<file path="src/verilog/arith_core_consts.svh">
/*
  Sizing constants of the arithmetic core
*/

`ifndef ARITH_CORE_CONSTS_SVH
`define ARITH_CORE_CONSTS_SVH

// Architectural registers
`define NUM_REGS 32
// Sequence-number tag width
`define SEQ_NUM_BITS 8
// Multiplier latency in cycles
`define MUL_STAGES 3

`endif

</file>
<file path="src/verilog/rv_isa_pkg.sv">
/*
  Instruction-side types for the arithmetic RISC-V subset
  Raw word, register number, field types, uop enum
  Opcode and funct constants for add, addi and mul
*/

package rv_isa_pkg;

  // Raw 32-bit instruction word
  typedef logic [31:0] inst_t;

  // Architectural register number, x0..x31
  typedef logic [4:0] reg_addr_t;

  // Instruction fields
  typedef logic [6:0] opcode_t;
  typedef logic [2:0] funct3_t;
  typedef logic [6:0] funct7_t;

  // Decoded operation
  typedef enum logic [1:0] {
    uop_add,
    uop_addi,
    uop_mul
  } rv_uop_t;

  // ----------------------------------------------------------
  // Encodings of the supported subset
  // ----------------------------------------------------------

  // R-type register-register ops (add, mul)
  localparam opcode_t opc_op     = 7'b0110011;
  // I-type register-immediate ops (addi)
  localparam opcode_t opc_op_imm = 7'b0010011;

  localparam funct3_t funct3_add = 3'b000;

  // funct7 tells add from mul (M extension)
  localparam funct7_t funct7_add = 7'b0000000;
  localparam funct7_t funct7_mul = 7'b0000001;

endpackage

</file>
<file path="src/verilog/issue_pkg.sv">
/*
  Pipeline-side types
  Data word, sequence number, pipe selection
*/

`include "arith_core_consts.svh"

package issue_pkg;

  // Operands, results and pc
  typedef logic [31:0] word_t;

  // Program-order tag carried from fetch to completion
  typedef logic [`SEQ_NUM_BITS-1:0] seq_num_t;

  // Target pipe of an issued instruction
  typedef enum logic {
    pipe_alu,
    pipe_mul
  } pipe_sel_t;

endpackage

</file>
<file path="src/verilog/inst_decoder.sv">
/*
  Combinational decoder for add, addi and mul
  Produces uop, register numbers, write enable and immediate
*/

`timescale 1ns/1ps

module inst_decoder (
  input  rv_isa_pkg::inst_t     inst,
  output logic                  val,
  output rv_isa_pkg::rv_uop_t   uop,
  output rv_isa_pkg::reg_addr_t raddr0,
  output rv_isa_pkg::reg_addr_t raddr1,
  output rv_isa_pkg::reg_addr_t waddr,
  output logic                  wen,
  output logic                  use_imm,
  output issue_pkg::word_t      imm
);

  rv_isa_pkg::opcode_t opcode;
  rv_isa_pkg::funct3_t funct3;
  rv_isa_pkg::funct7_t funct7;

  // Field slices
  assign opcode = inst[6:0];
  assign funct3 = inst[14:12];
  assign funct7 = inst[31:25];

  // I-type immediate, sign bit is inst[31]
  assign imm    = {{20{inst[31]}}, inst[31:20]};

  // rd and rs1 sit in the same place for R and I types
  assign waddr  = inst[11:7];
  assign raddr0 = inst[19:15];

  always_comb begin
    // Unknown opcodes decode as invalid
    val     = 1'b0;
    uop     = rv_isa_pkg::uop_add;
    wen     = 1'b0;
    use_imm = 1'b0;
    raddr1  = inst[24:20];

    if (opcode == rv_isa_pkg::opc_op && funct3 == rv_isa_pkg::funct3_add) begin
      if (funct7 == rv_isa_pkg::funct7_add) begin
        val = 1'b1;
        uop = rv_isa_pkg::uop_add;
        wen = 1'b1;
      end else if (funct7 == rv_isa_pkg::funct7_mul) begin
        val = 1'b1;
        uop = rv_isa_pkg::uop_mul;
        wen = 1'b1;
      end
    end else if (opcode == rv_isa_pkg::opc_op_imm && funct3 == rv_isa_pkg::funct3_add) begin
      val     = 1'b1;
      uop     = rv_isa_pkg::uop_addi;
      wen     = 1'b1;
      use_imm = 1'b1;
      // Imm bits are not rs2, point at x0 so no false stall
      raddr1  = '0;
    end
  end

endmodule

</file>
<file path="src/verilog/regfile_pending.sv">
/*
  Register file with pending bits
  Two read ports, one write port, one destination check port
*/

`timescale 1ns/1ps

`include "arith_core_consts.svh"

module regfile_pending (
  input  logic                  clk,
  input  logic                  rst,
  input  rv_isa_pkg::reg_addr_t raddr0,
  input  rv_isa_pkg::reg_addr_t raddr1,
  input  rv_isa_pkg::reg_addr_t waddr,
  input  issue_pkg::word_t      wdata,
  input  logic                  wen,
  input  rv_isa_pkg::reg_addr_t set_addr,
  input  logic                  set_en,
  input  rv_isa_pkg::reg_addr_t chk_addr,
  output issue_pkg::word_t      rdata0,
  output issue_pkg::word_t      rdata1,
  output logic                  pend0,
  output logic                  pend1,
  output logic                  chk_pend
);

  issue_pkg::word_t         regs [`NUM_REGS];
  logic [`NUM_REGS-1:0]     pending;

  // ----------------------------------------------------------
  // Data array
  // ----------------------------------------------------------

  always_ff @(posedge clk) begin
    if (rst) begin
      regs <= '{default: '0};
    end else if (wen && waddr != '0) begin
      regs[waddr] <= wdata;
    end
  end

  // x0 reads as zero
  assign rdata0 = (raddr0 == '0) ? '0 : regs[raddr0];
  assign rdata1 = (raddr1 == '0) ? '0 : regs[raddr1];

  // ----------------------------------------------------------
  // Pending bits
  // ----------------------------------------------------------

  always_ff @(posedge clk) begin
    if (rst) begin
      pending <= '0;
    end else begin
      // Completion clears first
      if (wen)
        pending[waddr] <= 1'b0;
      // New issue wins on the same register
      if (set_en && set_addr != '0)
        pending[set_addr] <= 1'b1;
    end
  end

  // x0 never pending
  assign pend0    = (raddr0 != '0) & pending[raddr0];
  assign pend1    = (raddr1 != '0) & pending[raddr1];
  assign chk_pend = (chk_addr != '0) & pending[chk_addr];

endmodule

</file>
<file path="src/verilog/decode_issue_unit.sv">
/*
  In-order single-issue decode stage
  Fetch register, hazard stall, operand select, pipe routing
*/

`timescale 1ns/1ps

module decode_issue_unit (
  input  logic                  clk,
  input  logic                  rst,
  input  logic                  f_val,
  output logic                  f_rdy,
  input  rv_isa_pkg::inst_t     f_inst,
  input  issue_pkg::word_t      f_pc,
  input  issue_pkg::seq_num_t   f_seq_num,
  output logic                  alu_val,
  input  logic                  alu_rdy,
  output logic                  mul_val,
  output rv_isa_pkg::rv_uop_t   iss_uop,
  output issue_pkg::word_t      iss_op1,
  output issue_pkg::word_t      iss_op2,
  output rv_isa_pkg::reg_addr_t iss_waddr,
  output issue_pkg::seq_num_t   iss_seq_num,
  input  logic                  cmt_val,
  input  rv_isa_pkg::reg_addr_t cmt_waddr,
  input  issue_pkg::word_t      cmt_wdata
);

  // ----------------------------------------------------------
  // Fetch register
  // ----------------------------------------------------------

  logic                fd_val;
  rv_isa_pkg::inst_t   fd_inst;
  issue_pkg::word_t    fd_pc;
  issue_pkg::seq_num_t fd_seq_num;
  logic                f_xfer;
  logic                issue;

  assign f_xfer = f_val & f_rdy;

  always_ff @(posedge clk) begin
    if (rst)
      fd_val <= 1'b0;
    else if (f_xfer)
      fd_val <= 1'b1;
    else if (issue)
      fd_val <= 1'b0;
  end

  // Payload, only loaded on a transfer
  always_ff @(posedge clk) begin
    if (f_xfer) begin
      fd_inst    <= f_inst;
      fd_pc      <= f_pc;
      fd_seq_num <= f_seq_num;
    end
  end

  // ----------------------------------------------------------
  // Decoder and register file
  // ----------------------------------------------------------

  logic                  dec_val;
  rv_isa_pkg::rv_uop_t   dec_uop;
  rv_isa_pkg::reg_addr_t dec_raddr0;
  rv_isa_pkg::reg_addr_t dec_raddr1;
  rv_isa_pkg::reg_addr_t dec_waddr;
  logic                  dec_wen;
  logic                  dec_use_imm;
  issue_pkg::word_t      dec_imm;
  issue_pkg::word_t      rdata0;
  issue_pkg::word_t      rdata1;
  logic                  pend0;
  logic                  pend1;
  logic                  dst_pend;

  inst_decoder decoder (
    .inst    (fd_inst),
    .val     (dec_val),
    .uop     (dec_uop),
    .raddr0  (dec_raddr0),
    .raddr1  (dec_raddr1),
    .waddr   (dec_waddr),
    .wen     (dec_wen),
    .use_imm (dec_use_imm),
    .imm     (dec_imm)
  );

  // Completions write and clear, issue sets the destination
  regfile_pending regfile (
    .clk      (clk),
    .rst      (rst),
    .raddr0   (dec_raddr0),
    .raddr1   (dec_raddr1),
    .waddr    (cmt_waddr),
    .wdata    (cmt_wdata),
    .wen      (cmt_val),
    .set_addr (dec_waddr),
    .set_en   (issue & dec_wen),
    .chk_addr (dec_waddr),
    .rdata0   (rdata0),
    .rdata1   (rdata1),
    .pend0    (pend0),
    .pend1    (pend1),
    .chk_pend (dst_pend)
  );

  // ----------------------------------------------------------
  // Hazards and routing
  // ----------------------------------------------------------

  logic                 stall;
  logic                 go;
  issue_pkg::pipe_sel_t pipe_sel;

  // WAW check too, since the pipes differ in latency
  assign stall = pend0 | pend1 | (dec_wen & dst_pend);

  assign pipe_sel = (dec_uop == rv_isa_pkg::uop_mul) ? issue_pkg::pipe_mul
                                                     : issue_pkg::pipe_alu;

  // Valid, decodable and hazard free
  assign go      = fd_val & dec_val & ~stall;
  assign alu_val = go & (pipe_sel == issue_pkg::pipe_alu);
  // Multiplier never back-pressures
  assign mul_val = go & (pipe_sel == issue_pkg::pipe_mul);
  assign issue   = mul_val | (alu_val & alu_rdy);

  // Empty, or emptying this cycle
  assign f_rdy = ~fd_val | issue;

  // Shared operand bus to both pipes
  assign iss_uop     = dec_uop;
  assign iss_op1     = rdata0;
  assign iss_op2     = dec_use_imm ? dec_imm : rdata1;
  assign iss_waddr   = dec_waddr;
  assign iss_seq_num = fd_seq_num;

endmodule

</file>
<file path="src/verilog/alu_pipe.sv">
/*
  Single-stage ALU pipe for add and addi
  Result is held until the writeback arbiter acknowledges it
*/

`timescale 1ns/1ps

module alu_pipe (
  input  logic                  clk,
  input  logic                  rst,
  input  logic                  val,
  output logic                  rdy,
  input  rv_isa_pkg::rv_uop_t   uop,
  input  issue_pkg::word_t      op1,
  input  issue_pkg::word_t      op2,
  input  rv_isa_pkg::reg_addr_t waddr,
  input  issue_pkg::seq_num_t   seq_num,
  input  logic                  ack,
  output logic                  res_val,
  output rv_isa_pkg::reg_addr_t res_waddr,
  output issue_pkg::word_t      res_wdata,
  output issue_pkg::seq_num_t   res_seq
);

  issue_pkg::word_t result;
  logic             accept;

  // Both ops are an add, op2 already muxed with the immediate
  always_comb begin
    case (uop)
      rv_isa_pkg::uop_add,
      rv_isa_pkg::uop_addi: result = op1 + op2;
      default:              result = '0;
    endcase
  end

  // Free slot or slot draining this cycle
  assign rdy    = ~res_val | ack;
  assign accept = val & rdy;

  always_ff @(posedge clk) begin
    if (rst)
      res_val <= 1'b0;
    else if (accept)
      res_val <= 1'b1;
    else if (ack)
      res_val <= 1'b0;
  end

  always_ff @(posedge clk) begin
    if (accept) begin
      res_wdata <= result;
      res_waddr <= waddr;
      res_seq   <= seq_num;
    end
  end

endmodule

</file>
<file path="src/verilog/mul_pipe.sv">
/*
  Fixed-latency multiplier pipe, low 32 bits of the product
  Depth set by MUL_STAGES, one item per stage in flight
*/

`timescale 1ns/1ps

`include "arith_core_consts.svh"

module mul_pipe (
  input  logic                  clk,
  input  logic                  rst,
  input  logic                  val,
  input  issue_pkg::word_t      op1,
  input  issue_pkg::word_t      op2,
  input  rv_isa_pkg::reg_addr_t waddr,
  input  issue_pkg::seq_num_t   seq_num,
  output logic                  res_val,
  output rv_isa_pkg::reg_addr_t res_waddr,
  output issue_pkg::word_t      res_wdata,
  output issue_pkg::seq_num_t   res_seq
);

  logic [`MUL_STAGES-1:0] stg_val;
  issue_pkg::word_t       stg_data  [`MUL_STAGES];
  rv_isa_pkg::reg_addr_t  stg_waddr [`MUL_STAGES];
  issue_pkg::seq_num_t    stg_seq   [`MUL_STAGES];

  // Stage valids, no stall path
  always_ff @(posedge clk) begin
    if (rst) begin
      stg_val <= '0;
    end else begin
      stg_val[0] <= val;
      for (int i = 1; i < `MUL_STAGES; i++)
        stg_val[i] <= stg_val[i-1];
    end
  end

  // Product formed in the first stage, later stages retime it
  always_ff @(posedge clk) begin
    stg_data[0]  <= op1 * op2;
    stg_waddr[0] <= waddr;
    stg_seq[0]   <= seq_num;
    for (int i = 1; i < `MUL_STAGES; i++) begin
      stg_data[i]  <= stg_data[i-1];
      stg_waddr[i] <= stg_waddr[i-1];
      stg_seq[i]   <= stg_seq[i-1];
    end
  end

  // Last stage drives the result group
  assign res_val   = stg_val[`MUL_STAGES-1];
  assign res_wdata = stg_data[`MUL_STAGES-1];
  assign res_waddr = stg_waddr[`MUL_STAGES-1];
  assign res_seq   = stg_seq[`MUL_STAGES-1];

endmodule

</file>
<file path="src/verilog/writeback_arb.sv">
/*
  Writeback arbiter onto the completion bus
  Multiplier has fixed priority, ALU waits and is acked
*/

`timescale 1ns/1ps

module writeback_arb (
  input  logic                  alu_res_val,
  input  rv_isa_pkg::reg_addr_t alu_res_waddr,
  input  issue_pkg::word_t      alu_res_wdata,
  input  issue_pkg::seq_num_t   alu_res_seq,
  input  logic                  mul_res_val,
  input  rv_isa_pkg::reg_addr_t mul_res_waddr,
  input  issue_pkg::word_t      mul_res_wdata,
  input  issue_pkg::seq_num_t   mul_res_seq,
  output logic                  alu_ack,
  output logic                  cmt_val,
  output rv_isa_pkg::reg_addr_t cmt_waddr,
  output issue_pkg::word_t      cmt_wdata,
  output issue_pkg::seq_num_t   cmt_seq_num
);

  // Multiplier cannot stall, so it always wins
  always_comb begin
    if (mul_res_val) begin
      cmt_val     = 1'b1;
      cmt_waddr   = mul_res_waddr;
      cmt_wdata   = mul_res_wdata;
      cmt_seq_num = mul_res_seq;
    end else begin
      cmt_val     = alu_res_val;
      cmt_waddr   = alu_res_waddr;
      cmt_wdata   = alu_res_wdata;
      cmt_seq_num = alu_res_seq;
    end
  end

  // Ack only when the ALU result actually goes out
  assign alu_ack = alu_res_val & ~mul_res_val;

endmodule

</file>
<file path="src/verilog/arith_core.sv">
/*
  Arithmetic core top level
  Decode/issue, ALU and multiplier pipes, writeback arbiter
*/

`timescale 1ns/1ps

module arith_core (
  input  logic                  clk,
  input  logic                  rst,
  input  logic                  f_val,
  output logic                  f_rdy,
  input  rv_isa_pkg::inst_t     f_inst,
  input  issue_pkg::word_t      f_pc,
  input  issue_pkg::seq_num_t   f_seq_num,
  output logic                  cmt_val,
  output rv_isa_pkg::reg_addr_t cmt_waddr,
  output issue_pkg::word_t      cmt_wdata,
  output issue_pkg::seq_num_t   cmt_seq_num
);

  // Issue bus, shared by both pipes
  logic                  alu_val;
  logic                  alu_rdy;
  logic                  mul_val;
  rv_isa_pkg::rv_uop_t   iss_uop;
  issue_pkg::word_t      iss_op1;
  issue_pkg::word_t      iss_op2;
  rv_isa_pkg::reg_addr_t iss_waddr;
  issue_pkg::seq_num_t   iss_seq_num;

  // Pipe result groups
  logic                  alu_ack;
  logic                  alu_res_val;
  rv_isa_pkg::reg_addr_t alu_res_waddr;
  issue_pkg::word_t      alu_res_wdata;
  issue_pkg::seq_num_t   alu_res_seq;
  logic                  mul_res_val;
  rv_isa_pkg::reg_addr_t mul_res_waddr;
  issue_pkg::word_t      mul_res_wdata;
  issue_pkg::seq_num_t   mul_res_seq;

  decode_issue_unit diu (
    .clk (clk), .rst (rst),
    .f_val (f_val), .f_rdy (f_rdy), .f_inst (f_inst), .f_pc (f_pc),
    .f_seq_num (f_seq_num),
    .alu_val (alu_val), .alu_rdy (alu_rdy), .mul_val (mul_val),
    .iss_uop (iss_uop), .iss_op1 (iss_op1), .iss_op2 (iss_op2),
    .iss_waddr (iss_waddr), .iss_seq_num (iss_seq_num),
    .cmt_val (cmt_val), .cmt_waddr (cmt_waddr), .cmt_wdata (cmt_wdata)
  );

  alu_pipe alu (
    .clk (clk), .rst (rst),
    .val (alu_val), .rdy (alu_rdy), .uop (iss_uop),
    .op1 (iss_op1), .op2 (iss_op2), .waddr (iss_waddr), .seq_num (iss_seq_num),
    .ack (alu_ack),
    .res_val (alu_res_val), .res_waddr (alu_res_waddr),
    .res_wdata (alu_res_wdata), .res_seq (alu_res_seq)
  );

  mul_pipe mul (
    .clk (clk), .rst (rst),
    .val (mul_val), .op1 (iss_op1), .op2 (iss_op2),
    .waddr (iss_waddr), .seq_num (iss_seq_num),
    .res_val (mul_res_val), .res_waddr (mul_res_waddr),
    .res_wdata (mul_res_wdata), .res_seq (mul_res_seq)
  );

  // Completion bus also feeds the register file inside diu
  writeback_arb arb (
    .alu_res_val (alu_res_val), .alu_res_waddr (alu_res_waddr),
    .alu_res_wdata (alu_res_wdata), .alu_res_seq (alu_res_seq),
    .mul_res_val (mul_res_val), .mul_res_waddr (mul_res_waddr),
    .mul_res_wdata (mul_res_wdata), .mul_res_seq (mul_res_seq),
    .alu_ack (alu_ack),
    .cmt_val (cmt_val), .cmt_waddr (cmt_waddr),
    .cmt_wdata (cmt_wdata), .cmt_seq_num (cmt_seq_num)
  );

endmodule

</file>
<file path="config.mk">
export PLATFORM = sky130hd
export DESIGN_NAME = arith_core
export DESIGN_NICKNAME = d
export VERILOG_FILES = /design/src/verilog/rv_isa_pkg.sv /design/src/verilog/issue_pkg.sv /design/src/verilog/inst_decoder.sv /design/src/verilog/regfile_pending.sv /design/src/verilog/decode_issue_unit.sv /design/src/verilog/alu_pipe.sv /design/src/verilog/mul_pipe.sv /design/src/verilog/writeback_arb.sv /design/src/verilog/arith_core.sv
export VERILOG_INCLUDE_DIRS = /design/src /design/src/verilog
export SDC_FILE = /design/constraint.sdc
export NUM_CORES = 2
export LEC_CHECK = 0
export BUFFER_PORTS_ARGS = -buffer_cell sky130_fd_sc_hd__buf_4
export CAP_MARGIN = 20
export CORE_MARGIN = 2
export CORE_UTILIZATION = 43
export DETAILED_ROUTE_END_ITERATION = 16
export SLEW_MARGIN = 20
export SYNTH_ARGS = -nofsm -noshare
export SYNTH_HDL_FRONTEND = slang
export SYNTH_HIERARCHICAL = 1
export SYNTH_SLANG_ARGS = --single-unit
</file>
<file path="constraint.sdc">
create_clock -name clk -period 8.1 [get_ports clk]
set_input_delay 2.025 -clock clk [delete_from_list [all_inputs] [get_ports clk]]
set_output_delay 2.025 -clock clk [all_outputs]
set_load 0.01 [all_outputs]
</file>
==> results.yml <==
pwr:
  pwr-share-comb_pct: 40.0
  swShare_pct: 34.0
  cellLeakagePower_nw: 33.5
  p_seq_share_pct: 30.7
  power_frac_clock_pct: 29.3
  p_switching_mw: 7.57
  p_int_mw: 14.7
  ir_worst_vdd_uv: 711
  power.density_nw_per_um2: 244
detailed_routing:
  wl_per_cell_um: 26.2
  drc_errors: 0
  wl_um: 288000
  vias: 66000
  viasPerCell: 6.00
  drtPass1Iterations: 6
  drt_iter0_drc: 7826
  postRouteAntennaNets: 0
layout:
  ff_latch_area_um2: 26500
  num-fill-cells: 16300
  nNetsFinal: 9153
  drive_above_1_share_pct: 22.5
  layout_commonest_cell: "nand2_1"
  multi_input_area_um2: 48300
  synthToLayoutAreaGrowth_pct: 16.5
  layout_common_cells: "nand2_1, dfxtp_1, a21oi_1"
floorplan:
  fp.dieH_um: 431
  ios: 122
  die_w_um: 431
  fp.coreArea_um2: 181000
  rows: 156
  initial_core_util_pct: 43.3
  die-area_um2: 186000
critical_path:
  worst_path_max_delay_cell: "nor3_1"
  path_delay_family: "adder cells"
  worstSetupEndpointType: "flip-flop"
  crit_fanout: 19
  crit_top_cell: "fa_1"
  critPathBufInv: 8
  worstSetupPathType: "flip-flop to flip-flop"
  cpPeakStageDelay_ps: 560
  crit_arrival_ps: 9610
  crit_path_start_kind: "flip-flop"
  critPathRequiredTime_ps: 8790
grt:
  gr-total-overflow: 0
  grt_max_degree: 210
  grt_use_met2_pct: 48.7
  met1_usage_pct: 38.8
  gr-usage-all-layers_pct: 30.4
  antenna_found_initial: 8
  grt_pass1_wl_um: 424000
  top_usage_layer: "met2"
  met3_usage_pct: 6.83
  grt_pass1_vias: 66000
sta:
  rsz0062_at_grt: "true"
  final_hold_viol_count: 0
  period_needed_ps: 8920
  finalClockSkew_ps: 59.7
  setup_violations: 20
  slew_headroom_pct: 25.3
  finalMaxSlewViolations: 0
  max_clock_freq_mhz: 112
  finalWorstSetupSlack_ps: -819
  finalSetupTns_ps: -11030
  period_share_pct: 110
  worst_slew_pin_slew_ps: 1120
place:
  gp_congestion: 0.917
  dp_slack_ps: -1250
  io_buffers: 89
  dpl.hpwl_um: 185000
logic_synthesis:
  syn_avg_cell_area_um2: 9.36
  synth_fp_nets: 9010
  syn_inst: 8372
  synthFlopType: "dfxtp_1"
  yosys_warnings: 6
  synthArstFlopShare_pct: 0
  synth.yosys.seq_area_share_pct: 33.8
  synth_area_um2: 78400
  synth_edf_count: 85
  ys_ff_latch: 1281
  synth_cell_types: 91
outcome:
  status: "complete, but fails checks"
  violations: "negative setup slack"
cts:
  clk_pin_slew_ps: 60
  clk_latency_ps: 830
  cts_hold_buf: 0
  cts_made_buffers: 141
  ctsLongestPathBuffers: 3
  cts_tree: "yes"
  h-tree-depth: 4
  clock-sinks: 1281
  clockRootBuffer: "clkbuf_16"
hold_path:
  hold_path.class: "flip-flop to flip-flop"
job:
  max-cap-violations: 0
-- per-stage QoR --
stage / instances / area, µm² / utilization (%) / total power, mW / hold slack (ps)
2_1_floorplan: 8372 / 78700 / - / 11.8 / 310
3_3_place_gp: 10700 / 84500 / 46.7 / 14.5 / 310
3_5_place_dp: 10700 / 84500 / 46.7 / 14.6 / 312
4_1_cts: 11000 / 90500 / 50.0 / 21.8 / 323
5_1_grt: 11000 / 91300 / 50.5 / 23.4 / 327
6_report: 11000 / 91300 / 50.5 / 22.3 / 319
-- kinds of logic (layout without fill, tap and decap cells) --
group                      Yosys count  count (layout)  synth area share (%)
AOI/OAI and AO/OA                 1431            1431                  10.5
xor gates and xnor gates           108             108                  1.23
adders and majority gates          563             563                  12.9
buffers and inverters             1165            1416                  6.83
DFF                               1281            1281                  33.8
muxes                              739             744                  17.7
other                                0               2                     0
and+or+nand+nor                   3085            3087                  17.0
-- synthesized netlist by cell type, types with 80 or more instances --
cell type  count  area (µm²)
nand2_1     2266        8510
dfxtp_1     1196       23900
a21oi_1     1071        5360
mux4_2       499       11200
clkbuf_1     472        1770
fa_1         409        8190
and2_1       373        2330
inv_1        365        1370
ha_1         154        1930
mux2i_1      149        1490
buf_4        138        1040
buf_2        135         676
nor2_1       121         454
a22oi_1       94         706
edfxtp_1      85        2550
nor2b_1       80         500
-- power groups by stage --
stage / logic (mW) / registers [mW] / clock network [mW]
floorplan: 4.98 / 6.86 / 0
global placement: 7.52 / 6.97 / 0
detailed placement: 7.63 / 6.97 / 0
CTS: 8.35 / 6.84 / 6.56
global route: 9.71 / 6.85 / 6.81
finish: 8.91 / 6.84 / 6.51
-- worst register-to-register path: cells and delay by family (launching register included) --
| kind | cells | cell delay, ps |
|---|---|---|
| multiplexers | 2 | 550 |
| AO/OA/AOI/OAI | 1 | 350 |
| XOR/XNOR | 8 | 1290 |
| flip-flops | 1 | 410 |
| AND/OR/NAND/NOR | 5 | 1510 |
| adder cells (fa/ha/maj) | 8 | 3640 |
| buffers and inverters | 8 | 1070 |
-- what timing repair did --
item | CTS | global route
cloned | 10 | 3
endpoints found under the setup margin | 20 | 22
setup buffers | 44 | 20
resized for setup | 181 | 123
pin swaps | 74 | 100
-- final timing paths --
check | startpoint | end | slack (ps) | cells after the start
setup / recovery | diu/fd_inst[2] | mul/stg_data[0][31] | -820 | 32
hold / removal | mul/stg_data[0][54] | mul/stg_data[0][86] | 320 | 0
setup reg to reg | diu/fd_inst[2] | mul/stg_data[0][31] | -820 | 32
hold reg to reg | mul/stg_data[0][54] | mul/stg_data[0][86] | 320 | 0
-- final cells by class --
cell class | count | area share, %
multi-input combinational | 5933 | 52.9
clock inverter | 50 | 0.540
antenna | 2 | 0.00548
sequential | 1281 | 29.0
tap | 2370 | 3.25
timing repair buffer | 793 | 8.28
clock buffer | 208 | 4.56
inverter | 365 | 1.50
-- state kept, by name, summed over array words and instances, names as in the netlist --
signal,flops
alu/res_seq,8
alu/res_val,1
alu/res_waddr,5
alu/res_wdata,32
diu/fd_inst,32
diu/fd_val,1
diu/iss_seq_num,8
diu/regfile/pending,32
diu/regfile/regs,1024
mul/stg_data,96
mul/stg_seq,24
mul/stg_val,3
mul/stg_waddr,15
-- metal layers --
layer	wire (µm)	up-vias
met5	13	-
met3	30200	853
met2	133000	3632
li1	-	28600
met4	15500	2
met1	110000	33000
(Power assumes the default switching activity.)
